### src/conv_acc_pkg.sv
package conv_acc_pkg;

	// output channels per row
	// one line buffer for each
	localparam int NUM_CH = 4;

	// partial sum width
	// sums wrap at this width
	localparam int FT_W = 20;

	// widest row the buffers can hold
	localparam int MAX_W = 64;

	// column index width
	localparam int COL_W = $clog2(MAX_W);

	// row width input needs one more bit to hold MAX_W itself
	localparam int ROW_W_W = COL_W + 1;

	// sequencer states
	typedef enum logic [1:0]
	{
		SEQ_ACCUM = 2'd0, // taking partial sums from the producer
		SEQ_WAIT  = 2'd1, // row done, let pending writes land
		SEQ_DRAIN = 2'd2  // read sweep over the finished row
	} seq_state_e;

endpackage
### src/acc_sequencer.sv
`timescale 1ns/1ns

module acc_sequencer (
	input  logic                              clk,
	input  logic                              rst_n,
	// producer side
	input  logic                              psum_vld,
	input  logic [conv_acc_pkg::COL_W-1:0]    psum_col,
	input  logic                              psum_first_grp,
	input  logic                              row_done,     // pulse after the last group
	input  logic [conv_acc_pkg::ROW_W_W-1:0]  row_w,        // stable for the whole row
	// line buffers
	input  logic [conv_acc_pkg::NUM_CH-1:0]   buf_updating,
	output logic                              buf_en,
	output logic                              buf_wen,
	output logic [conv_acc_pkg::COL_W-1:0]    buf_addr,
	output logic                              buf_first_grp,
	// drain collector
	output logic                              rd_vld,
	output logic [conv_acc_pkg::COL_W-1:0]    rd_col,
	// status
	output logic                              busy
);
	import conv_acc_pkg::*;

	seq_state_e       state;
	seq_state_e       state_nxt;
	logic [COL_W-1:0] col_cnt;      // drain column
	logic             in_accum;
	logic             in_drain;
	logic             any_updating;
	logic             col_last;     // last column of the sweep
	logic [ROW_W_W-1:0] last_col;

	assign in_accum     = (state == SEQ_ACCUM);
	assign in_drain     = (state == SEQ_DRAIN);
	assign any_updating = |buf_updating; // any channel still writing back
	assign last_col     = row_w - 1'b1;
	assign col_last     = ({1'b0, col_cnt} == last_col);

	// next state
	always_comb
	begin
		state_nxt = state;
		case (state)
			SEQ_ACCUM:
			begin
				if (row_done)
					state_nxt = SEQ_WAIT;
			end
			SEQ_WAIT:
			begin
				if (!any_updating)
					state_nxt = SEQ_DRAIN; // everything has landed
			end
			SEQ_DRAIN:
			begin
				if (col_last)
					state_nxt = SEQ_ACCUM;
			end
			default:
				state_nxt = SEQ_ACCUM;
		endcase
	end

	always_ff @(posedge clk or negedge rst_n)
	begin
		if (!rst_n)
			state <= SEQ_ACCUM;
		else
			state <= state_nxt;
	end

	// column counter, back at zero after every sweep
	always_ff @(posedge clk or negedge rst_n)
	begin
		if (!rst_n)
			col_cnt <= '0;
		else if (in_drain)
		begin
			if (col_last)
				col_cnt <= '0;
			else
				col_cnt <= col_cnt + 1'b1;
		end
	end

	// strobes pass straight through while accumulating
	assign buf_wen       = in_accum & psum_vld; // ignored while busy
	assign buf_en        = buf_wen | in_drain;
	assign buf_addr      = in_accum ? psum_col : col_cnt;
	assign buf_first_grp = in_accum & psum_first_grp;

	assign rd_vld = in_drain; // one read per drain cycle
	assign rd_col = col_cnt;
	assign busy   = ~in_accum;

endmodule

### config.mk
export PLATFORM = sky130hd
export DESIGN_NAME = acc_sequencer
export DESIGN_NICKNAME = d
export VERILOG_FILES = /design/src/conv_acc_pkg.sv /design/src/acc_sequencer.sv
export SDC_FILE = /design/constraint.sdc
export NUM_CORES = 1
export LEC_CHECK = 0
export BUFFER_PORTS_ARGS = -buffer_cell sky130_fd_sc_hd__buf_2
export CAP_MARGIN = 15
export CORE_ASPECT_RATIO = 0.9
export CORE_MARGIN = 3
export CORE_UTILIZATION = 47
export DETAILED_ROUTE_END_ITERATION = 8
export GPL_TIMING_DRIVEN = 1
export PLACE_DENSITY = 0.83
export SETUP_SLACK_MARGIN = 0.5
export SLEW_MARGIN = 30
export SYNTH_ARGS = -nofsm -noshare
export SYNTH_HDL_FRONTEND = slang
export SYNTH_SLANG_ARGS = --single-unit
export TNS_END_PERCENT = 30
### constraint.sdc
create_clock -name clk -period 3.45 [get_ports clk]
set_input_delay 0.5175 -clock clk [delete_from_list [all_inputs] [get_ports clk]]
set_output_delay 0.5175 -clock clk [all_outputs]
set_load 0.01 [all_outputs]
**Word-level counts from Yosys, hierarchy flattened**

Index checks and enable logic that the tools add are counted.
Widths: inputs -> output; s select.

- Bits in registers: 8
- Input port bits: 22
- Output and inout port bits: 17
- Logic and storage cells: 23

- Add/sub/neg operators: 2
- Eq/ne operators: 6
- Mux-type cells: 6
- Bitwise operators: 4
- Reduce and logical (&&, ||, !) cells: 3

Operators by type and width:

| operator | number |
|---|---|
| $mux 6 | 2 |
| $eq 6x7->1 | 1 |
| $sub 7x1->7 const B | 1 |
| $add 6x1->6 const B | 1 |
| $mux 2 | 3 |
| $pmux 2 s3 | 1 |
| $ne 2x2->1 const B | 2 |
| $reduce_or 4->1 | 1 |
| $reduce_and 3->1 | 1 |
| $and 1x1->1 | 2 |
| $eq 2x1->1 const B | 1 |
| $eq 2x2->1 const B | 1 |
| $logic_not 2->1 | 1 |
| $ne 2x1->1 const B | 1 |
| $not 1->1 | 1 |
| $or 1x1->1 | 1 |

**Depth between registers and ports, before layout**

- Word-level depth: 4
- Depth in mapped cells: 7
- Gate-level depth less buffers: 7

**Worst setup path after synthesis**

OpenSTA, ideal clock, no wires.

- Path kind: input to register
- From: input row_w[0] in the netlist's numbering
- To: register col_cnt[3], in the netlist rd_col[3]
- Library setup time: 133 ps
- Arrival time: 1853 ps
- Data required time: 3317 ps
- Path slack: 1465 ps
- Stages on the path: 7
- Path buffers: 0
- Cell sequence: inv_1 > ha_1 > xor2_1 > o211ai_1 > or4b_4 > o21ai_0 > o211ai_1

- Word-level cells in the longest chain between the ends: 3

RTL lines:

| what | line | source |
|---|---|---|
| start, declared | acc_sequencer.sv:11 | `input logic [conv_acc_pkg::ROW_W_W-1:0] row_w,` |
| $sub 7x1->7 | acc_sequencer.sv:38 | `assign last_col = row_w - 1'b1;` |
| $eq 6x7->1 | acc_sequencer.sv:39 | `assign col_last = ({1'b0, col_cnt} == last_col);` |
| $mux 6 | acc_sequencer.sv:81 | `if (col_last)` |
| end signal, assigned | acc_sequencer.sv:84 | `col_cnt <= col_cnt + 1'b1;` |
| end, declared | acc_sequencer.sv:28 | `logic [COL_W-1:0] col_cnt;` |

No other way between the ends.
A chain may end at the register's enable or synchronous reset.

**Final worst setup path**

- From: register state[0]
- To: output buf_addr[4] in the netlist's numbering

- Word-level cells in the longest chain between the ends: 2

RTL lines:

| what | line | source |
|---|---|---|
| start, declared | acc_sequencer.sv:26 | `seq_state_e state;` |
| start signal, assigned | acc_sequencer.sv:71 | `state <= state_nxt;` |
| $logic_not 2->1 | acc_sequencer.sv:35 | `assign in_accum = (state == SEQ_ACCUM);` |
| $mux 6 | acc_sequencer.sv:91 | `assign buf_addr = in_accum ? psum_col : col_cnt;` |
| end, declared | acc_sequencer.sv:16 | `output logic [conv_acc_pkg::COL_W-1:0] buf_addr,` |

No other way between the ends.

==> summary.txt <==
Yosys
  – Largest cells by area after synthesis: dfrtp_1, mux2_1, nand2_1
  – Sequential area share after synthesis: 27.4%
  – Post-Synth XOR/XNOR Area: a little under a tenth
  – Post-synth ARST share: 100%
  – Most frequent cell after synthesis: nand2_1
  – Largest family of logic cells by synthesized area: simple AND/OR/NAND/NOR gates
  – Ys Warns: 0
  – Mapped Cells: 86
  – Commonest cells in the netlist: nand2_1, dfrtp_1, mux2_1
  – Synthesized area: about 730 sq um
  – Post-Syn Nets: 110
  – Synth Area in Compound Gates: ~16%
  – Mean area per synthesized cell: 8.50 sq um
  – Cell taking the most area after synthesis: dfrtp_1
  – Ys flop type: dfrtp_1
  – Post-synth EDFFs: 0
  – Adder-cell share of the synthesized area: approximately 3.4%
  – Yosys reg bits: 8
  – Share of the synthesized area in the top cell type: between 20 and 30%
  – Multiplexer share of the synthesized area: 9.25%
  – Simple-gate share of the synthesized area: 30.5%
  – Synth cell types: 35

Clock network
  – CTS Root Cell: clkbuf_4
  – Total CTS buffers: 3
  – Post-cts gate resize count: 0
  – Clk slew on worst S/H paths: ~0.05 ns
  – Worst skew pair latency: around 0.25 ns
  – Clk sinks: 8
  – # Post-CTS Setup Buffers: 0
  – CTS tree: yes
  – CTS max path bufs: 2
  – Cts hold-fix bufs: 0
  – H-tree depth: 1

Layout
  – Post-layout net count: 150
  – Layout cells sized above 1: 37.9%
  – Design area: around 950 sq um
  – Fillers: roughly 110
  – Area Growth Syn to Fin: 29.6%
  – Number of diodes: 0

Run status
  – Status: finished clean

Place
  – Placed Area: ~920 sq um
  – GP Congestion: between 0.7 and 0.8
  – IO buf count: 38
  – DP Wirelength: 1.41 mm

Global route
  – Largest net degree at the start of global routing: 12
  – First-pass GRT wire length: roughly 2.7 mm
  – Total track usage: 18.0%
  – Number of global-route vias before repair: about 640
  – GRT Residual Overflow: 0
  – Initial antenna violation count: 0

Worst hold path
  – Worst min-delay path category: input pin to asynchronous set/reset pin

Timing
  – Final Hold Viols: 0
  – Setup violators final: 0
  – Fin crit share: between 60% and 70%
  – Setup TNS: 0 ns
  – Min Tclk post-route: 2.30 ns
  – Fin Hold WS: ~0.096 ns
  – Max-slew violations: 0
  – RSZ-0062 raised after global routing: false
  – Worst slew pin tran: roughly 0.76 ns
  – Setup Skew: between 0.003 and 0.004 ns
  – Slew HR: between 40% and 50%
  – FMAX: between 400 and 500 MHz

Setup path
  – Reg-to-Reg Start: rd_col[4]
  – Crit end category: output port
  – Worst endpoint data arrival time: 1.79 ns
  – Crit start category: register
  – Critical path type: register to output port
  – Worst path required time: between 2 and 3 ns
  – Crit Path Max Fanout: 10
  – R2R Path End: rd_col[3]
  – Worst R2R Setup Slack: 1.56 ns
  – Cells on worst reg2reg path: 5

Power and ir drop
  – VDD IR max: 0.000434 V
  – Leak: around 0.47 nW
  – Combinational share of power: 62.1%
  – Register share of total power: approximately 28%
  – Int Power: 0.375 mW
  – Switching pwr: 0.331 mW
  – PwrDens: ~740 mW/mm^2
  – Clock power frac: 10.1%
  – Sw Share: 46.9%
  – Tot Pwr: roughly 0.71 mW

Detailed routing
  – Total number of vias: 750
  – DR pass1 iterations: 4
  – Final WL: ~1.8 mm
  – Drt initial violations: 11
  – Via/cell ratio: ~5.4
  – Drt wl/cell: roughly 13 um
  – ANT nets after route: 0
  – # DRC: 0

Floorplan
  – Num rows: 12
  – Die area: just over 0.002 sq mm
  – Core area: 0.00134 sq mm
  – # IOs: 39
  – Die W: ~48 um
  – Die Height: 43.4 um
  – Starting Density: between 50 and 60%

Job
  – Max cap viols: 0
## power by group through the flow
stage | clock network [mW] | logic, mW | registers, mW
CTS | 0.0713 | 0.441 | 0.196
detailed placement | 0 | 0.439 | 0.197
finish | 0.0709 | 0.438 | 0.196
global route | 0.0776 | 0.491 | 0.204
floorplan | 0 | 0.300 | 0.185
global placement | 0 | 0.426 | 0.195
## cell families after synthesis
| logic type | Yosys count |
|---|---|
| and+or+nand+nor | 38 |
| adders and majority gates | 2 |
| buffers and inverters | 7 |
| AOI/OAI and AO/OA | 18 |
| xor gates and xnor gates | 7 |
| DFF | 8 |
| muxes | 6 |
## per-stage QoR
stage | std cells | util (%) | setup WS, ns
floorplan | 86 | - | 1.46
global placement | 135 | 69.2 | 1.19
detailed placement | 135 | 69.2 | 1.14
CTS | 138 | 70.9 | 1.12
global route | 138 | 70.9 | 1.05
finish | 138 | 70.9 | 1.15
## how the worst max path moves through the flow
stage,start,to,slack (ns),depth (start not counted)
floorplan,row_w[0],rd_col[3],1.46,7
global placement,row_w[0],rd_col[3],1.19,8
detailed placement,row_w[0],rd_col[3],1.14,8
CTS,state[0],buf_addr[4],1.12,3
global route,state[0],buf_addr[4],1.05,3
finish,state[0],buf_addr[4],1.15,3
## area by class of cell
type,count,area (sq um),area share [%]
Inverter,4,15.0,1.59
Clock buffer,3,22.5,2.38
Sequential cell,8,200,21.1
Timing Repair Buffer,38,190,20.1
Multi-Input combinational cell,71,502,53.0
Tap cell,14,17.5,1.85
## cells in the final DEF (no fill, tap or decap), types with 2 or more instances in the layout
master / count
o21ai_1: 4
o211ai_1: 4
nand2_1: 12
nor3_1: 3
buf_2: 38
xnor2_1: 3
dfrtp_1: 8
or2_1: 2
nor2_1: 3
o21ai_0: 4
nand3_1: 3
inv_1: 4
ha_1: 2
xor2_1: 3
mux2_1: 5
clkbuf_4: 3
nand2b_1: 4
and2_1: 2
## sequential cells by signal (all words and copies together), names as in the netlist
| name | cells |
|---|---|
| rd_col | 6 |
| state | 2 |
## critical path, cell delays in order, from the launching register on
cell and delay [ns]:
dfrtp_1 0.39, nor2_1 0.61, mux2_2 0.40, buf_2 0.14
## metal layers
metal	wire length, um	GRT usage [%]	share of wire (%)	vias to the layer above
met5	0	0	0	-
li1	-	-	-	384
met3	155	7.47	8.6	2
met1	806	24.8	45	324
met2	816	27.3	45	40
met4	21	1.61	1.2	0
(Power assumes the default switching activity.)
