<file path="src/conv_acc_pkg.sv">
package conv_acc_pkg;

	// output channels per row
	// one line buffer for each
	localparam int NUM_CH = 4;

	// partial sum width
	// sums wrap at this width
	localparam int FT_W = 20;

	// widest row the buffers can hold
	localparam int MAX_W = 64;

	// column index width
	localparam int COL_W = $clog2(MAX_W);

	// row width input needs one more bit to hold MAX_W itself
	localparam int ROW_W_W = COL_W + 1;

	// sequencer states
	typedef enum logic [1:0]
	{
		SEQ_ACCUM = 2'd0, // taking partial sums from the producer
		SEQ_WAIT  = 2'd1, // row done, let pending writes land
		SEQ_DRAIN = 2'd2  // read sweep over the finished row
	} seq_state_e;

endpackage
</file>
<file path="src/out_line_buffer.sv">
`timescale 1ns/1ns

module out_line_buffer (
	input  logic                             clk,
	input  logic                             rst_n,
	// shared access stream from the sequencer
	input  logic                             buf_en,
	input  logic                             buf_wen,
	input  logic [conv_acc_pkg::COL_W-1:0]   buf_addr,
	input  logic                             buf_first_grp, // overwrite instead of add
	// this channel's data lane
	input  logic [conv_acc_pkg::FT_W-1:0]    buf_din,
	output logic [conv_acc_pkg::FT_W-1:0]    buf_dout,
	// a read-add-write is still in flight
	output logic                             buf_updating
);
	import conv_acc_pkg::*;

	logic            wr_stb;      // write strobe this cycle
	logic            wen_d;       // write strobe, one cycle late
	logic            wen_d2;      // write strobe, two cycles late
	logic            first_grp_d;
	logic [FT_W-1:0] din_d;
	logic [COL_W-1:0] waddr_d;
	logic [COL_W-1:0] waddr_d2;
	logic [FT_W-1:0] new_res;     // word going back into the ram
	logic            ram_ren;
	logic [FT_W-1:0] ram_dout;
	logic            updating;

	assign wr_stb = buf_en & buf_wen;

	// plain reads, and writes that need the old word
	// first group skips the read since the old word is thrown away
	assign ram_ren = buf_en & (~buf_wen | ~buf_first_grp);

	assign buf_dout     = ram_dout;
	assign buf_updating = updating;

	// write enable pipe
	always_ff @(posedge clk or negedge rst_n)
	begin
		if (!rst_n)
		begin
			wen_d  <= 1'b0;
			wen_d2 <= 1'b0;
		end
		else
		begin
			wen_d  <= wr_stb;
			wen_d2 <= wen_d; // ram write at the end of this cycle
		end
	end

	// high for the two cycles after a strobe
	always_ff @(posedge clk or negedge rst_n)
	begin
		if (!rst_n)
			updating <= 1'b0;
		else
			updating <= wr_stb | wen_d;
	end

	// payload of the first stage, waits for the ram read
	always_ff @(posedge clk)
	begin
		if (wr_stb)
		begin
			first_grp_d <= buf_first_grp;
			din_d       <= buf_din;
			waddr_d     <= buf_addr;
		end
	end

	// second stage, old word is on ram_dout now
	always_ff @(posedge clk)
	begin
		if (wen_d)
		begin
			waddr_d2 <= waddr_d;
			new_res  <= first_grp_d ? din_d : din_d + ram_dout; // wraps at FT_W
		end
	end

	sdp_ram i_ram (
		.clk    (clk),
		.wen_a  (wen_d2),
		.addr_a (waddr_d2),
		.din_a  (new_res),
		.ren_b  (ram_ren),
		.addr_b (buf_addr),
		.dout_b (ram_dout)
	);

endmodule

</file>
<file path="src/sdp_ram.sv">
`timescale 1ns/1ns

module sdp_ram (
	input  logic                             clk,
	// write port
	input  logic                             wen_a,
	input  logic [conv_acc_pkg::COL_W-1:0]   addr_a,
	input  logic [conv_acc_pkg::FT_W-1:0]    din_a,
	// read port
	input  logic                             ren_b,
	input  logic [conv_acc_pkg::COL_W-1:0]   addr_b,
	output logic [conv_acc_pkg::FT_W-1:0]    dout_b
);
	import conv_acc_pkg::*;

	logic [FT_W-1:0] mem [MAX_W]; // one word per column

	// synchronous write
	always_ff @(posedge clk)
	begin
		if (wen_a)
			mem[addr_a] <= din_a;
	end

	// registered read, holds its value while ren_b is low
	always_ff @(posedge clk)
	begin
		if (ren_b)
			dout_b <= mem[addr_b]; // old word on a same-address collision
	end

endmodule

</file>
<file path="config.mk">
export PLATFORM = sky130hd
export DESIGN_NAME = out_line_buffer
export DESIGN_NICKNAME = d
export VERILOG_FILES = /design/src/conv_acc_pkg.sv /design/src/out_line_buffer.sv /design/src/sdp_ram.sv
export SDC_FILE = /design/constraint.sdc
export NUM_CORES = 1
export LEC_CHECK = 0
export CAP_MARGIN = 20
export CORE_UTILIZATION = 30
export CTS_CLUSTER_SIZE = 16
export DETAILED_ROUTE_END_ITERATION = 12
export DONT_BUFFER_PORTS = 1
export GPL_ROUTABILITY_DRIVEN = 1
export PLACE_DENSITY = 0.47
export SYNTH_ARGS = -nofsm -noshare
export SYNTH_HDL_FRONTEND = slang
export SYNTH_SLANG_ARGS = --single-unit
</file>
<file path="constraint.sdc">
create_clock -name clk -period 5.6 [get_ports clk]
set_input_delay 1.68 -clock clk [delete_from_list [all_inputs] [get_ports clk]]
set_output_delay 1.68 -clock clk [all_outputs]
set_load 0.02 [all_outputs]
</file>
==> Word-level counts from Yosys, hierarchy flattened <==
Memories as Yosys holds them, arrays and structs flattened. A register that Yosys moved wholly into a read port is not among the register bits.
Cells that the tools add are included.
{ "word_totals": {"out_inout_bits": 21, "input_bits": 31, "latchBits": 0, "mem_bits_ro": 0, "ramBits": 1280, "ff_bits": 56, "memories": 1, "word_cells": 19} }
{ "mem_list": {"columns": ["name", "words", "width", "read_ports", "rd_clocked_by_memory_dff", "wr", "line_no", "source"], "rows": [
  ["i_ram.mem", 64, 20, 1, 1, 1, "sdp_ram.sv:16", "logic [FT_W-1:0] mem [MAX_W];"]
]} }
{ "op_classes": {"div": 0, "n_bitwise": 6, "addsub": 1, "n_lt_le_gt_ge": 0, "multipliers": 0, "shift": 0, "n_eq_ne": 0, "n_reduce_logical": 0, "muxes": 3} }
{ "op_table": {"columns": ["cell", "count"], "rows": [
  ["20-bit adder", 1],
  ["20-bit 2-to-1 mux", 1],
  ["1-bit AND", 2],
  ["1-bit 2-to-1 mux", 2],
  ["1-bit NOT", 2],
  ["1-bit bitwise OR", 2]
]} }

==> Logic depth before layout (Yosys ltp) <==
{ "logic_depth": {"depth_word": 3, "mapped_depth": 11} }

==> By module <==
From an unflattened synthesis, not the netlist that was laid out.
{ "hier_totals": {"cells_unflattened": 2488, "hier_area_um2": 52724.3} }
{ "by_module_without_submodules": {"columns": ["module", "cells_per_inst", "area_per_inst_um2", "instances"], "rows": [
  ["sdp_ram", 2243, 49695.2, 1],
  ["out_line_buffer", 245, 3029.2, 1]
]} }

==> Worst setup path before layout <==
OpenSTA, ideal clock, no wires.
{ "synth_timing": {"path_type": "input to register", "start": "input port buf_addr[1] in the netlist's numbering", "end": "register i_ram.dout_b[10] in the netlist's numbering (read register of i_ram.mem) (data pin)", "t_arrival_ns": 3.562, "required_ns": 5.330, "slack_ns": 1.768, "setup_time_ns": 0.270, "path_buffers": 3, "path_stages": 7, "path_cell_list": "clkbuf_1 > buf_1 > clkbuf_1 > mux4_2 > mux4_2 > a211oi_1 > a21oi_1"} }
{ "synth_rtl": {"columns": ["element", "line_no", "source"], "rows": [
  ["start: declaration", "out_line_buffer.sv:9", "input logic [conv_acc_pkg::COL_W-1:0] buf_addr,"],
  ["end: declaration", "sdp_ram.sv:12", "output logic [conv_acc_pkg::FT_W-1:0] dout_b"]
]} }

==> summary.txt <==
Setup path
  • Worst-path cell chain: mux4_2 > mux4_2 > a211oi_1 > a21oi_1
  • Worst path buffer plus inverter count: 0
  • Most frequent CP cell: mux4_2
  • Crit end category: flip-flop
  • RR Endpoint: new_res[16]
  • Slowest stage delay, CP: 0.84 ns
  • Crit path depth: 4
  • Slowest cell on crit path: a211oi_1
  • Crit-path max FO: 321
  • Reg2Reg Depth: 11
  • Required @ worst endpoint: 6.07 ns
  • Critical path class: in2reg
  • Nature of the critical path startpoint: input port
  • Critical R2R Launch: i_ram.dout_b[0]
  • Worst EP arrival: 4.56 ns
  • CP delay by family, top: multiplexers
  • Flop2flop setup slack: 2.02 ns

Power
  • Max VDD drop: 0.323 mV
  • Power Total: 21.5 mW
  • PwrDens: 358 nW/µm²
  • Lkg Pwr: 18.2 nW

Clock tree
  • Num CTS Buffers: 146
  • Clk_lat worst skew: 0.77 ns
  • # hold bufs at CTS: 0
  • Clock sinks: 1356
  • CTS tree: done
  • Root Driver: clkbuf_16
  • CTS max path bufs: 3
  • H-tree depth: 4
  • Setup bufs post-CTS: 0
  • Clock slew seen by the registers of the worst setup and hold paths: 0.06 ns
  • Post-cts sizing count: 0

Synth
  • EDFF count, synth: 1353
  • Multiplexer share of the synthesized area: 17.7%
  • Top_reg_cell synth: edfxtp_1
  • Mapped cell area: 52300 µm²
  • Main combinational cell family by area after synthesis: multiplexers
  • Post-synth net total: 2243
  • Cells after Synth: 2192
  • Yosys cell types: 50
  • XOR/XNOR Fraction of Synth Area: 0.218%
  • Synthesized area per cell: 23.9 µm²
  • Post-Synth Simple-Gate Area: 1.44%
  • Async SR Flop Fraction: 0.221%
  • Seq/Total Area, Yosys: 77.8%
  • Area share of fa/ha/maj cells after synthesis: 0.493%
  • Ys Warns: 0
  • Post-synthesis compound-gate area fraction: 1.21%
  • Synth Register Bits: 1356

STA
  • Clock Skew: 0.0194 ns
  • RSZ-0062 raised after global routing: no
  • Setup violations, final: 0
  • Fmax: 245 MHz
  • Worst relative slew slack: -18.0%
  • Final Hold Fails: 0
  • Slew Limit Fails: 120
  • Final worst path period share: 73.0%
  • Setup TNS: 0 ns
  • Setup WS post-layout: 1.51 ns
  • Worst-Margin Slew: 1.77 ns
  • Final Critical Period: 4.09 ns

Flow run
  • # Max-Cap Violations: 0

Routing
  • Via Count: 23660
  • Iteration-0 DRC Markers: 2555
  • WL per Instance: 29.0 µm
  • Drt first pass iters: 7
  • DRC Markers: 0
  • Final wirelength: 138000 µm
  • Count of antenna-violating nets left after detailed routing: 0
  • Vias per inst: 4.99

Die
  • Chip Width: 420 µm
  • DIE AREA: 176000 µm²
  • Core box area: 172000 µm²
  • Die Span Y: 420 µm
  • Row count: 152
  • Num ports: 52
  • Initial Util: 30.3%

Global routing
  • Vias in the first global route: 24971
  • Grt total ovfl: 0
  • Initial antenna violation count: 8
  • Largest net degree at the start of global routing: 322
  • All-layer global routing usage: 15.8%
  • First-pass GRT wire length: 192000 µm

Status
  • Failing checks: slew limit
  • Status: finished, violations left

Cells and area
  • Commonest non-fill, non-tap cell in the layout: edfxtp_1
  • Most frequent cells in the layout: 1353 x edfxtp_1, 400 x mux4_2, 153 x clkbuf_16
  • Final std cells w/o fill: 4744
  • Area grow syn2layout: 14.6%
  • Nets: 2371
  • Fraction of layout cells with a size suffix above 1: 31.0%
  • Fin area: 60000 µm²
  • FILL cells: 15819

Hold path
  • Worst hold endpoint: waddr_d2[0]
  • Hold Path Stages: 0
  • Min-delay src: waddr_d[0]
  • Worst min path class: reg2reg

Placement
  • DP HPWL: 68600 µm
  • Placed cell count: 4481
  • Pre-CTS setup slack: 1.16 ns
  • Final estimated routing congestion in global placement: 0.750
  • I/O Buffers: 0
  • DP Area: 55500 µm²
==> state kept, by name (all words and copies together) (netlist names) <==
register and count:
waddr_d2 6, i_ram.mem 1280, i_ram.dout_b 20, first_grp_d 1, waddr_d 6, din_d 20
wen_d 1, wen_d2 1, new_res 20, buf_updating 1
==> logic make-up after synthesis <==
kind of cell / Yosys count
adder cells (fa/ha/maj): 20
buffers and inverters: 118
AND/OR/NAND/NOR: 160
multiplexers: 425
XOR/XNOR: 13
AO/OA/AOI/OAI: 100
flip-flops: 1356
==> report_power, final <==
group	internal (mW)	switching (mW)	total, mW	leakage (nW)
clock	5.29	3.84	9.13	2.18
sequential	11.3	0.0793	11.4	12.2
combinational	0.429	0.534	0.963	3.82
total	17.0	4.45	21.5	18.2
==> through the flow <==
stage / hold slack [ns] / utilization, %
2_1_floorplan: 0.400 / -
3_3_place_gp: 0.401 / 32.2
5_1_grt: 0.425 / 34.8
3_5_place_dp: 0.407 / 32.2
4_1_cts: 0.418 / 34.8
6_report: 0.423 / 34.8
==> worst register-to-register path, delay by kind of cell, from the launching register on <==
kind,cells,cell delay [ns]
adders and majority gates,2,0.74
buffers and inverters,1,0.08
DFF,1,0.62
and+or+nand+nor,3,0.88
AOI/OAI and AO/OA,5,1.07
==> metal layers <==
metal | vias to the layer above | GRT usage, % | share of wire, %
met3 | 190 | 2.90 | 6.1
met4 | 0 | 4.75 | 2.5
met2 | 734 | 25.9 | 49
met1 | 13045 | 21.3 | 43
li1 | 9691 | - | -
met5 | - | 0 | 0
==> cells in the mapped netlist (13+ instances only) <==
cell | n | area, µm²
nor2b_1 | 23 | 144
clkbuf_1 | 44 | 165
o21ai_0 | 18 | 90.1
nand2_1 | 27 | 101
nor2_1 | 71 | 267
a211oi_1 | 20 | 150
buf_4 | 13 | 97.6
edfxtp_1 | 1353 | 40600
a21oi_1 | 31 | 155
mux4_2 | 400 | 9010
ha_1 | 19 | 238
buf_2 | 25 | 125
buf_1 | 20 | 75.1
mux2i_1 | 21 | 210
==> worst max path at each step <==
stage	from	slack (ns)	to
finish	buf_addr[1]	1.51	i_ram.dout_b[5]
global route	buf_addr[0]	1.49	i_ram.dout_b[8]
CTS	buf_addr[0]	1.99	i_ram.dout_b[11]
detailed placement	buf_addr[0]	1.16	i_ram.dout_b[11]
global placement	buf_addr[0]	1.03	i_ram.dout_b[4]
floorplan	buf_addr[1]	1.77	i_ram.dout_b[10]
==> final cells by class <==
class / count / area [µm²] / area share, %
clock inverters: 65 / 488 / 0.814
repair buffers: 91 / 678 / 1.13
flip-flops and latches: 1356 / 40700 / 67.9
inverters: 7 / 26.3 / 0.0438
well taps: 2310 / 2890 / 4.82
diodes: 4 / 10.0 / 0.0167
clock buffers: 193 / 3980 / 6.63
multi-input cells: 718 / 11200 / 18.7
No activity file was read; power rests on OpenSTA's default activity.
