## config.mk

```make
export PLATFORM = sky130hd
export DESIGN_NAME = drain_collector
export DESIGN_NICKNAME = d
export VERILOG_FILES = /design/src/conv_acc_pkg.sv /design/src/drain_collector.sv
export SDC_FILE = /design/constraint.sdc
export NUM_CORES = 1
export LEC_CHECK = 0
export ABC_AREA = 0
export BUFFER_PORTS_ARGS = -buffer_cell sky130_fd_sc_hd__buf_4
export CORE_ASPECT_RATIO = 0.9
export CORE_MARGIN = 5
export CORE_UTILIZATION = 40
export CTS_BUF_LIST = sky130_fd_sc_hd__clkbuf_16
export CTS_CLUSTER_SIZE = 28
export DETAILED_ROUTE_END_ITERATION = 10
export PLACE_DENSITY = 0.69
export SETUP_SLACK_MARGIN = 0.15
export SYNTH_ARGS = -nofsm -noshare
export SYNTH_HDL_FRONTEND = slang
export SYNTH_SLANG_ARGS = --single-unit
```

## constraint.sdc

```tcl
create_clock -name clk -period 6.82 [get_ports clk]
set_input_delay 0.341 -clock clk [delete_from_list [all_inputs] [get_ports clk]]
set_output_delay 0.341 -clock clk [all_outputs]
set_load 0.03 [all_outputs]
```

## src/conv_acc_pkg.sv

```systemverilog
package conv_acc_pkg;

	// output channels per row
	// one line buffer for each
	localparam int NUM_CH = 4;

	// partial sum width
	// sums wrap at this width
	localparam int FT_W = 20;

	// widest row the buffers can hold
	localparam int MAX_W = 64;

	// column index width
	localparam int COL_W = $clog2(MAX_W);

	// row width input needs one more bit to hold MAX_W itself
	localparam int ROW_W_W = COL_W + 1;

	// sequencer states
	typedef enum logic [1:0]
	{
		SEQ_ACCUM = 2'd0, // taking partial sums from the producer
		SEQ_WAIT  = 2'd1, // row done, let pending writes land
		SEQ_DRAIN = 2'd2  // read sweep over the finished row
	} seq_state_e;

endpackage
```

## src/drain_collector.sv

```systemverilog
`timescale 1ns/1ns

module drain_collector (
	input  logic                                          clk,
	input  logic                                          rst_n,
	input  logic                                          relu_en,
	// read issue from the sequencer
	input  logic                                          rd_vld,
	input  logic [conv_acc_pkg::COL_W-1:0]                rd_col,
	// ram data of all channels, one cycle after the read
	input  logic [conv_acc_pkg::NUM_CH*conv_acc_pkg::FT_W-1:0] buf_dout,
	// result strobe
	output logic                                          out_vld,
	output logic [conv_acc_pkg::COL_W-1:0]                out_col,
	output logic [conv_acc_pkg::NUM_CH*conv_acc_pkg::FT_W-1:0] out_data
);
	import conv_acc_pkg::*;

	logic             rd_vld_d;  // lines up with buf_dout
	logic [COL_W-1:0] rd_col_d;

	always_ff @(posedge clk or negedge rst_n)
	begin
		if (!rst_n)
		begin
			rd_vld_d <= 1'b0;
			out_vld  <= 1'b0;
		end
		else
		begin
			rd_vld_d <= rd_vld;
			out_vld  <= rd_vld_d; // two cycles after the read
		end
	end

	always_ff @(posedge clk)
	begin
		rd_col_d <= rd_col;
	end

	// per lane output register with optional relu
	always_ff @(posedge clk)
	begin
		if (rd_vld_d)
		begin
			out_col <= rd_col_d;
			for (int i = 0; i < NUM_CH; i++)
			begin
				if (relu_en && buf_dout[i*FT_W+FT_W-1])
					out_data[i*FT_W +: FT_W] <= '0; // negative clamps to zero
				else
					out_data[i*FT_W +: FT_W] <= buf_dout[i*FT_W +: FT_W];
			end
		end
	end

endmodule

```

After elaboration in Yosys (flattened, before gate mapping)
Index checks and enable logic that the tools add are counted.
- flip-flop bits (word level): 94
- bits in latches: 0
- bits of input ports: 90
- memories: 0
- bits in writable memories: 0
- memory bits (read-only): 0
- reductions and logical operators: 4
- shift operators: 0
- $mul: 0
- add/sub/neg operators: 0
- divide/modulo/power cells: 0
- bitwise operators: 0
- $lt $le $gt $ge: 0
- multiplexer cells: 0
- equality and inequality tests: 0
- operators by type and width (cell ; number):
    $logic_and A1 B1 Y1 ; 4

Depth between registers and ports, before layout
Gate-level depths: netlist (run 1).
- word-level depth: 1
- gate-level depth with buffers: 2

Least setup slack after synthesis (run 1)
Ideal clock, no wire load.
- path kind: flip-flop to flip-flop
- from: register rd_vld_d
- to: register out_col[0] (netlist name) (enable)
- setup time: 444 ps
- arrival time: 2045 ps
- cell stages (with the launch flop): 1
- path buffers: 0
- path slack: 4331 ps
- period minus slack after synthesis: 2489 ps
- cell sequence: dfrtp_1
- RTL lines (what ; RTL line ; source):
    start: declaration ; drain_collector.sv:19 ; logic rd_vld_d;
    start signal: assignment ; drain_collector.sv:31 ; rd_vld_d <= rd_vld;
    end signal: assignment ; drain_collector.sv:46 ; out_col <= rd_col_d;
    end: declaration ; drain_collector.sv:14 ; output logic [conv_acc_pkg::COL_W-1:0] out_col,
No word-level cell between the ends.

Worst setup path in the final report (run 1)
- from: register rd_vld_d
- to: register out_data[73] (netlist name) (enable)
- RTL lines (what ; RTL line ; source):
    end signal: indexed assignment ; drain_collector.sv:52 ; out_data[i*FT_W +: FT_W] <= buf_dout[i*FT_W +: FT_W];
    end: declaration ; drain_collector.sv:15 ; output logic [conv_acc_pkg::NUM_CH*conv_acc_pkg::FT_W-1:0] out_data
No word-level cell between the ends.

==> results by group, run 1 <==
Final layout
  • Layout cells sized above 1: 0.520
  • Most frequent cells in the layout: 176 x buf_4, 86 x edfxtp_1, 76 x a21boi_0, 9 x clkbuf_16, 6 x dfxtp_1
  • Filler cells: 643
  • Area grow syn2layout: 49.9%
  • Commonest non-fill, non-tap cell in the layout: buf_4
  • Final #Nets: 452
  • # diodes: 0

Timing
  • Final Skew: 0.00629 ns
  • Final Max Slew Viols: 0
  • # setup viols final: 0
  • Peak Freq: 0.624 GHz
  • Final worst path period share: 0.235
  • Worst slew margin: 0.249
  • Final hold violation count: 0
  • Final min period: 1.60 ns
  • Hold WS: 0.113 ns
  • TNS Setup: 0 ns
  • Tightest Pin Transition: 1.13 ns
  • Setup repair after global routing missed its margin: no

Clocking
  • Clock transition at path regs: 0.07 ns
  • Worst-case clock buffer depth: 2
  • Total CTS buffers: 9
  • Root buffer cell: clkbuf_16
  • Resized Gates After CTS: 0
  • CTS tree: built
  • Total clock sinks: 94
  • Post-CTS Setup Bufs: 0
  • H-Tree Depth: 3
  • Hold_buf cts: 1
  • Latest clock arrival within the worst-skew pair: 0.33 ns

Floorplanning
  • Initial core utilization: 0.405
  • Die W: 107 µm
  • Die area: 10500 µm²
  • Die H: 97.7 µm
  • Core Region: 8450 µm²
  • I/O pin count: 177
  • Rows: 32

GRT
  • Initial antenna violation count: 0
  • Vias in the first global route: 2332
  • Largest net degree at the start of global routing: 88
  • Total track usage: 0.145
  • First-pass GRT wire length: 11.9 mm
  • Aggregate global routing overflow: 0

Setup path
  • CP startpoint: rd_vld_d
  • Critical Path RT: 6.76 ns
  • R2r startpoint: rd_vld_d
  • Reg2reg path depth: 0
  • Critical path depth: 0
  • Arr. time, crit path: 1.54 ns
  • Worst reg2reg setup slack: 5.22 ns
  • WS Path Type: reg2reg
  • Critical path fanouts, max: 87
  • Worst setup SP type: flip-flop
  • Worst setup path end: out_data[73]
  • Critical Path Sink Type: flip-flop
  • Reg2reg end: out_data[73]

Logic synthesis
  • XOR/XNOR Fraction of Synth Area: 0
  • Warnings from Yosys: 0
  • Netlist area before placement: 3420 µm²
  • Simple-gate portion of the synthesized area: 0.00732
  • Post-synthesis sequential area ratio: 0.805
  • Synth Area in Adders: 0
  • Largest family of logic cells by synthesized area: compound AO/OA/AOI/OAI gates
  • Complex-gate fraction of the synthesized area: 0.167
  • Mux cell area share after synthesis: 0
  • Cells after Synth: 190
  • #FFs+latches synth: 94
  • Syn Area/Cell: 18.0 µm²
  • Post-synth net total: 280
  • Unique cell type count in the Yosys netlist: 8

Drt
  • Starting DRT DRC Count: 86
  • Routed vias: 2245
  • Drt pass-1 iters: 5
  • DRC violations left: 0
  • Avg WL per Cell: 16.0 µm
  • Antenna Nets Post-Route: 0
  • Via density: 4.62
  • Post-Route WL: 7.76 mm

Placed design
  • Port-buffer cells: 176
  • DP HPWL: 5.25 mm
  • RD Place Congestion: 0.697

Pwr
  • Tot Pwr: 0.00134 W
  • Leakage power: 2.15 nW
  • Peak VDD IR: 0.000158 V
  • Pwr Density: 261 nW/µm²

Run
  • MaxCap Viol Count: 0

Status
  • Status: completed

Worst hold path
  • Worst Hold Class: in2reg
-- final cells by class --
class	count	area [µm²]	area share
clock buffer	9	225	0.0439
clock inverter	7	67.6	0.0132
multi-input combinational	80	596	0.116
sequential	94	2760	0.538
tap	119	149	0.0291
timing repair buffer	177	1330	0.260
-- cell families (layout without fill, tap and decap cells) --
kind of cell | count (synthesis) | in the layout
compound gates | 76 | 76
buf+inv | 16 | 193
flops | 94 | 94
simple gates | 4 | 4
-- cell usage after synthesis --
cell,count,area share
dfxtp_1,6,0.035
dfrtp_1,2,0.015
clkbuf_2,8,0.012
nor2b_1,4,0.0073
edfxtp_1,86,0.76
a21boi_0,76,0.17
clkbuf_1,7,0.0077
buf_2,1,0.0015
-- stage by stage --
step                utilization  cell area (µm²)  worst slack, ns  std cells
global placement          0.571             4820             5.26        469
floorplan                     -             3420             4.33        190
finish                    0.607             5120             5.22        486
detailed placement        0.571             4820             5.22        469
CTS                       0.607             5120             5.21        486
global route              0.607             5120             5.12        486
-- per-layer routing --
| metal | routed length, µm | part of all wire | track usage |
|---|---|---|---|
| met1 | 3170 | 0.41 | 0.180 |
| met3 | 808 | 0.10 | 0.0764 |
| met5 | 0 | 0 | 0 |
| met2 | 3740 | 0.48 | 0.227 |
| met4 | 42 | 0.0054 | 0.0330 |
-- registers in the layout (all words and copies together), names as in the netlist --
register	count
out_vld	1
out_col	6
out_data	80
rd_vld_d	1
rd_col_d	6
-- report_power, final --
group | internal (W) | switching, W | total [W]
clock network | 0.000282 | 0.000201 | 0.000483
registers | 0.000667 | 0.0000180 | 0.000685
logic | 0.0000778 | 0.0000927 | 0.000171
-- worst min-delay path by stage --
stage                         start  cells after the start           to  slack, ns
final                     rd_col[2]                      1  rd_col_d[2]       0.11
after global routing      rd_col[2]                      1  rd_col_d[2]       0.09
after CTS                 rd_col[2]                      1  rd_col_d[2]       0.10
after detailed placement      rst_n                      1      out_vld       0.12
after global placement        rst_n                      1      out_vld       0.12
after floorplan               rst_n                      0      out_vld       0.05
No activity file was read; power rests on OpenSTA's default activity.
==> run 2: changes to the inputs <==
PLACE_DENSITY = 0.72   (was 0.69)
clock period = 1.3 ns   (was 6.82 ns; I/O delays follow)
==> run 2 against run 1 <==
  * First-iteration DRC count down 19%
  * Highest routed layer unchanged
  * Die area did not move
  * Flip-flop and latch count unchanged
  * Critical endpoint is now out_data[8]
  * Non-clock buffer count up 10
==> results by group, run 2 (same netlist as run 1, synthesis figures left out) <==
Status
  • Status: completed

Final layout
  • # diodes: 0
  • Layout cells sized above 1: 0.520
  • Largest Register: out_data
  • Filler cells: 631
  • Commonest non-fill, non-tap cell in the layout: buf_4
  • Final #Nets: 462
  • Number of flip-flops under the largest register name: 80
  • Non-Filler Instances: 496
  • Biggest regs: out_data: 80 flops, out_col: 6 flops, rd_col_d: 6 flops
  • Area grow syn2layout: 54.2%
  • Most frequent cells in the layout: 176 x buf_4, 86 x edfxtp_1, 76 x a21boi_0, 11 x clkbuf_16, 8 x dlygate4sd3_1

Placed design
  • DP HPWL: 5.39 mm
  • RD Place Congestion: 0.709
  • Dpl cells: 472
  • DP Worst Slack: 0.251 ns
  • Port-buffer cells: 176

Clocking
  • H-Tree Depth: 3
  • Resized Gates After CTS: 0
  • Total CTS buffers: 9
  • Worst-case clock buffer depth: 2
  • Total clock sinks: 94
  • CTS tree: built
  • Clock transition at path regs: 0.06 ns
  • Latest clock arrival within the worst-skew pair: 0.32 ns
  • Root buffer cell: clkbuf_16

Floorplanning
  • Core Region: 8450 µm²
  • Die W: 107 µm
  • Die H: 97.7 µm
  • I/O pin count: 177
  • Rows: 32
  • Die area: 10500 µm²
  • Initial core utilization: 0.405

GRT
  • First-pass GRT wire length: 11.9 mm
  • Largest net degree at the start of global routing: 81
  • Aggregate global routing overflow: 0
  • Total track usage: 0.144
  • Initial antenna violation count: 0
  • Vias in the first global route: 2337

Timing
  • Peak Freq: 0.943 GHz
  • Final Max Slew Viols: 0
  • Final min period: 1.06 ns
  • Final hold violation count: 0
  • Tightest Pin Transition: 0.308 ns
  • Final worst path period share: 0.816
  • Final Skew: 0.00502 ns
  • PnR worst setup slack: 0.240 ns
  • Worst slew margin: 0.795
  • Setup repair after global routing missed its margin: no
  • # setup viols final: 0
  • TNS Setup: 0 ns

Drt
  • Starting DRT DRC Count: 70
  • Drt pass-1 iters: 4
  • Routed vias: 2275
  • Avg WL per Cell: 15.6 µm
  • Antenna Nets Post-Route: 0
  • Post-Route WL: 7.74 mm
  • Via density: 4.59
  • DRC violations left: 0

Worst hold path
  • Worst Hold Class: in2async

Setup path
  • Critical path fanouts, max: 52
  • CP Cell Sequence: buf_12
  • Buf+Inv Stages, Crit Path: 1
  • Critical Path RT: 1.30 ns
  • Critical Path Sink Type: flip-flop
  • Arr. time, crit path: 1.06 ns
  • Slowest Stage Delay on Critical Path: 0.44 ns
  • Worst path slowest cell: dfrtp_4
  • Top cell family by delay on the critical path: flip-flops
  • Worst setup SP type: flip-flop
  • WS Path Type: reg2reg

Pwr
  • Leakage power: 2.22 nW
  • Tot Pwr: 0.00715 W
  • Pwr Density: 1360 nW/µm²
  • Peak VDD IR: 0.000727 V

Run
  • MaxCap Viol Count: 0
-- run 2: cell types whose count changed in the layout (fill, tap and decap cells not counted) --
cell           previous run  this run
inv_6                     0         2
buf_12                    0         3
clkinvlp_4                1         0
clkbuf_16                 9        11
clkinv_2                  1         2
bufinv_16                 1         0
inv_1                     2         0
clkinv_4                  2         1
dlygate4sd3_1             1         8
-- run 2: power by group --
part	total [W]	internal [W]	switching, W
logic	0.000983	0.000441	0.000542
clock network	0.00263	0.00154	0.00109
registers	0.00354	0.00350	0.0000452
total	0.00715	0.00548	0.00168
-- run 2: path summary, 6_finish.rpt --
path / startpoint / endpoint / slack, ns / cells past startpoint
worst max-delay path: rd_vld_d / out_data[8] / 0.24 / 1
worst min-delay path: rst_n / rd_vld_d / 0.06 / 2
worst max register to register: rd_vld_d / out_data[8] / 0.24 / 1
worst min register to register: rd_col_d[4] / out_col[4] / 0.40 / 0
max in group asynchronous: rst_n / rd_vld_d / 1.14 / 2
min in group clk: buf_dout[31] / out_data[31] / 0.08 / 2
-- run 2: what timing repair did --
action	4_1_cts	5_1_grt
hold endpoints to repair	9	0
setup buffers	0	0
hold buffers	8	0
-- run 2: metrics by stage --
stage / hold slack [ns] / util / instance area, µm²
final: 0.0591 / 0.624 / 5270
after global routing: 0.0569 / 0.624 / 5270
after CTS: 0.0410 / 0.624 / 5270
after detailed placement: -0.150 / 0.578 / 4880
after global placement: -0.151 / 0.578 / 4880
after floorplan: -0.231 / - / 3420
-- run 2: final cells by class --
| class | instances | area [µm²] | share of cell area |
|---|---|---|---|
| Sequential cell | 94 | 2760 | 0.523 |
| Timing Repair Buffer | 187 | 1460 | 0.277 |
| Multi-Input combinational cell | 80 | 596 | 0.113 |
| Clock buffer | 11 | 275 | 0.0522 |
| Tap cell | 119 | 149 | 0.0282 |
| Clock inverter | 5 | 36.3 | 0.00688 |
-- run 2: per-layer routing --
metal | wire [µm] | up-vias | track usage
li1 | - | 1087 | -
met1 | 2990 | 1062 | 0.170
met2 | 3810 | 107 | 0.236
met3 | 747 | 19 | 0.0525
met4 | 192 | 0 | 0.0631
met5 | 0 | - | 0
==> run 3: changes to the inputs <==
PLACE_DENSITY = 0.69   (was 0.72)
clock period = 1 ns   (was 1.3 ns; I/O delays follow)
==> run 3 against run 2 <==
  * The run now ends with negative setup slack left
  * Flip-flop and latch count unchanged
  * Design area up 6.5%
  * Register-to-register slack worse by 0.24 ns
  * Count of clock-buffer cells in the layout down 1
  * Power up 29%
  * Critical path type unchanged
  * Largest power group unchanged
==> results by group, run 3 (same netlist as run 1, synthesis figures left out) <==
Final layout
  • Area grow syn2layout: 64.2%
  • Commonest non-fill, non-tap cell in the layout: buf_4
  • Biggest regs: out_data: 80 flops, out_col: 6 flops, rd_col_d: 6 flops
  • # diodes: 0
  • Non-Filler Instances: 498
  • Largest Register: out_data
  • Final #Nets: 464
  • Number of flip-flops under the largest register name: 80
  • Post-route core utilization: 0.665
  • Most frequent cells in the layout: 89 x buf_4, 87 x buf_6, 86 x edfxtp_1, 76 x a21boi_0, 10 x clkbuf_16
  • Layout cells sized above 1: 0.517

Floorplanning
  • Core Region: 8450 µm²
  • Die H: 97.7 µm
  • Die W: 107 µm
  • Die area: 10500 µm²
  • I/O pin count: 177
  • Initial core utilization: 0.405
  • Rows: 32

Setup path
  • Critical path fanouts, max: 32
  • Top cell family by delay on the critical path: flip-flops
  • Arr. time, crit path: 1.03 ns
  • Slowest Stage Delay on Critical Path: 0.47 ns
  • Worst path slowest cell: dfrtp_4
  • Critical Path RT: 1.03 ns
  • Worst setup SP type: flip-flop
  • Reg2reg path depth: 1
  • Critical path depth: 1
  • WS Path Type: reg2reg
  • Buf+Inv Stages, Crit Path: 1
  • CP Cell Sequence: buf_12
  • Critical Path Sink Type: flip-flop

Timing
  • Worst slew margin: 0.869
  • Tightest Pin Transition: 0.194 ns
  • Final hold violation count: 0
  • PnR worst setup slack: -0.000810 ns
  • Final worst path period share: 1.00
  • Peak Freq: 0.999 GHz
  • Final Max Slew Viols: 0
  • Setup repair after global routing missed its margin: yes
  • Final Skew: 0.0115 ns
  • # setup viols final: 4
  • Final min period: 1.00 ns

GRT
  • Initial antenna violation count: 0
  • Total track usage: 0.157
  • Largest net degree at the start of global routing: 44
  • Vias in the first global route: 2483
  • Aggregate global routing overflow: 0
  • First-pass GRT wire length: 12.6 mm

Clocking
  • H-Tree Depth: 3
  • Latest clock arrival within the worst-skew pair: 0.33 ns
  • CTS tree: built
  • Root buffer cell: clkbuf_16
  • Worst-case clock buffer depth: 2
  • Total clock sinks: 94
  • Post-CTS Setup Bufs: 0
  • Clock transition at path regs: 0.06 ns
  • Total CTS buffers: 9

Drt
  • Routed vias: 2291
  • Drt pass-1 iters: 4
  • Antenna Nets Post-Route: 0
  • Starting DRT DRC Count: 56
  • Via density: 4.60
  • Post-Route WL: 8.37 mm
  • Avg WL per Cell: 16.8 µm
  • DRC violations left: 0

Run
  • MaxCap Viol Count: 0

Status
  • Status: complete, but fails checks
  • Violated checks: negative setup slack

Pwr
  • Sequential Power Share: 0.504
  • Clk pwr share: 0.342
  • Peak VDD IR: 0.000883 V
  • Leakage power: 2.33 nW
  • Pwr Density: 1640 nW/µm²
  • Pint: 0.00708 W
  • Switching power: 0.00216 W
  • Comb power frac: 0.154
  • Sw Share: 0.234

Placed design
  • Dpl cells: 474
  • DP HPWL: 5.95 mm
  • Port-buffer cells: 176
  • RD Place Congestion: 0.689

Worst hold path
  • Worst Hold Class: in2async
-- run 3: power groups by stage --
stage	clock network, W	registers [W]	logic (W)
2_1_floorplan	0	0.00514	0.000182
3_3_place_gp	0	0.00469	0.00127
3_5_place_dp	0	0.00470	0.00129
4_1_cts	0.00325	0.00466	0.00143
5_1_grt	0.00341	0.00468	0.00150
6_report	0.00316	0.00465	0.00142
-- run 3: worst paths after layout --
path	startpoint	to	slack [ns]
worst max-delay path	rd_vld_d	out_data[72]	-0.0008
worst min-delay path	rst_n	out_vld	0.05
worst max register to register	rd_vld_d	out_data[72]	-0.0008
worst min register to register	rd_col_d[3]	out_col[3]	0.40
max in group asynchronous	rst_n	rd_vld_d	0.83
min in group clk	buf_dout[33]	out_data[33]	0.06
-- run 3: layout make-up --
type / instances / area [µm²]
clock buffers: 10 / 250
flip-flops and latches: 94 / 2760
repair buffers: 189 / 1830
clock inverters: 6 / 35.0
fillers: 611 / 2830
well taps: 119 / 149
multi-input cells: 80 / 596
-- run 3: timing repair --
| action | 4_1_cts | 5_1_grt |
|---|---|---|
| endpoints found under the hold margin | 9 | 0 |
| gates resized for setup | 87 | 0 |
| endpoints found under the setup margin | 173 | 173 |
| hold buffers | 8 | 0 |
| cloned | 0 | 0 |
-- run 3: per-layer routing --
layer,routed length (µm),up-vias,global-route usage
met2,4360,102,0.275
met4,124,0,0.0427
met1,2940,1086,0.167
met5,0,-,0
met3,953,9,0.0797
li1,-,1094,-
-- run 3: metrics by stage --
step,setup slack (ns),instance area (µm²),setup TNS [ns],power [W],hold slack (ns)
detailed placement,-0.00998,4920,-0.258,0.00599,-0.155
CTS,-0.00353,5610,-0.0891,0.00934,0.0344
global route,-0.0254,5610,-1.03,0.00958,0.0566
finish,-0.000810,5610,-0.00130,0.00923,0.0533
global placement,0.00742,4920,0,0.00596,-0.153
floorplan,-0.335,3420,-28.99,0.00532,-0.246
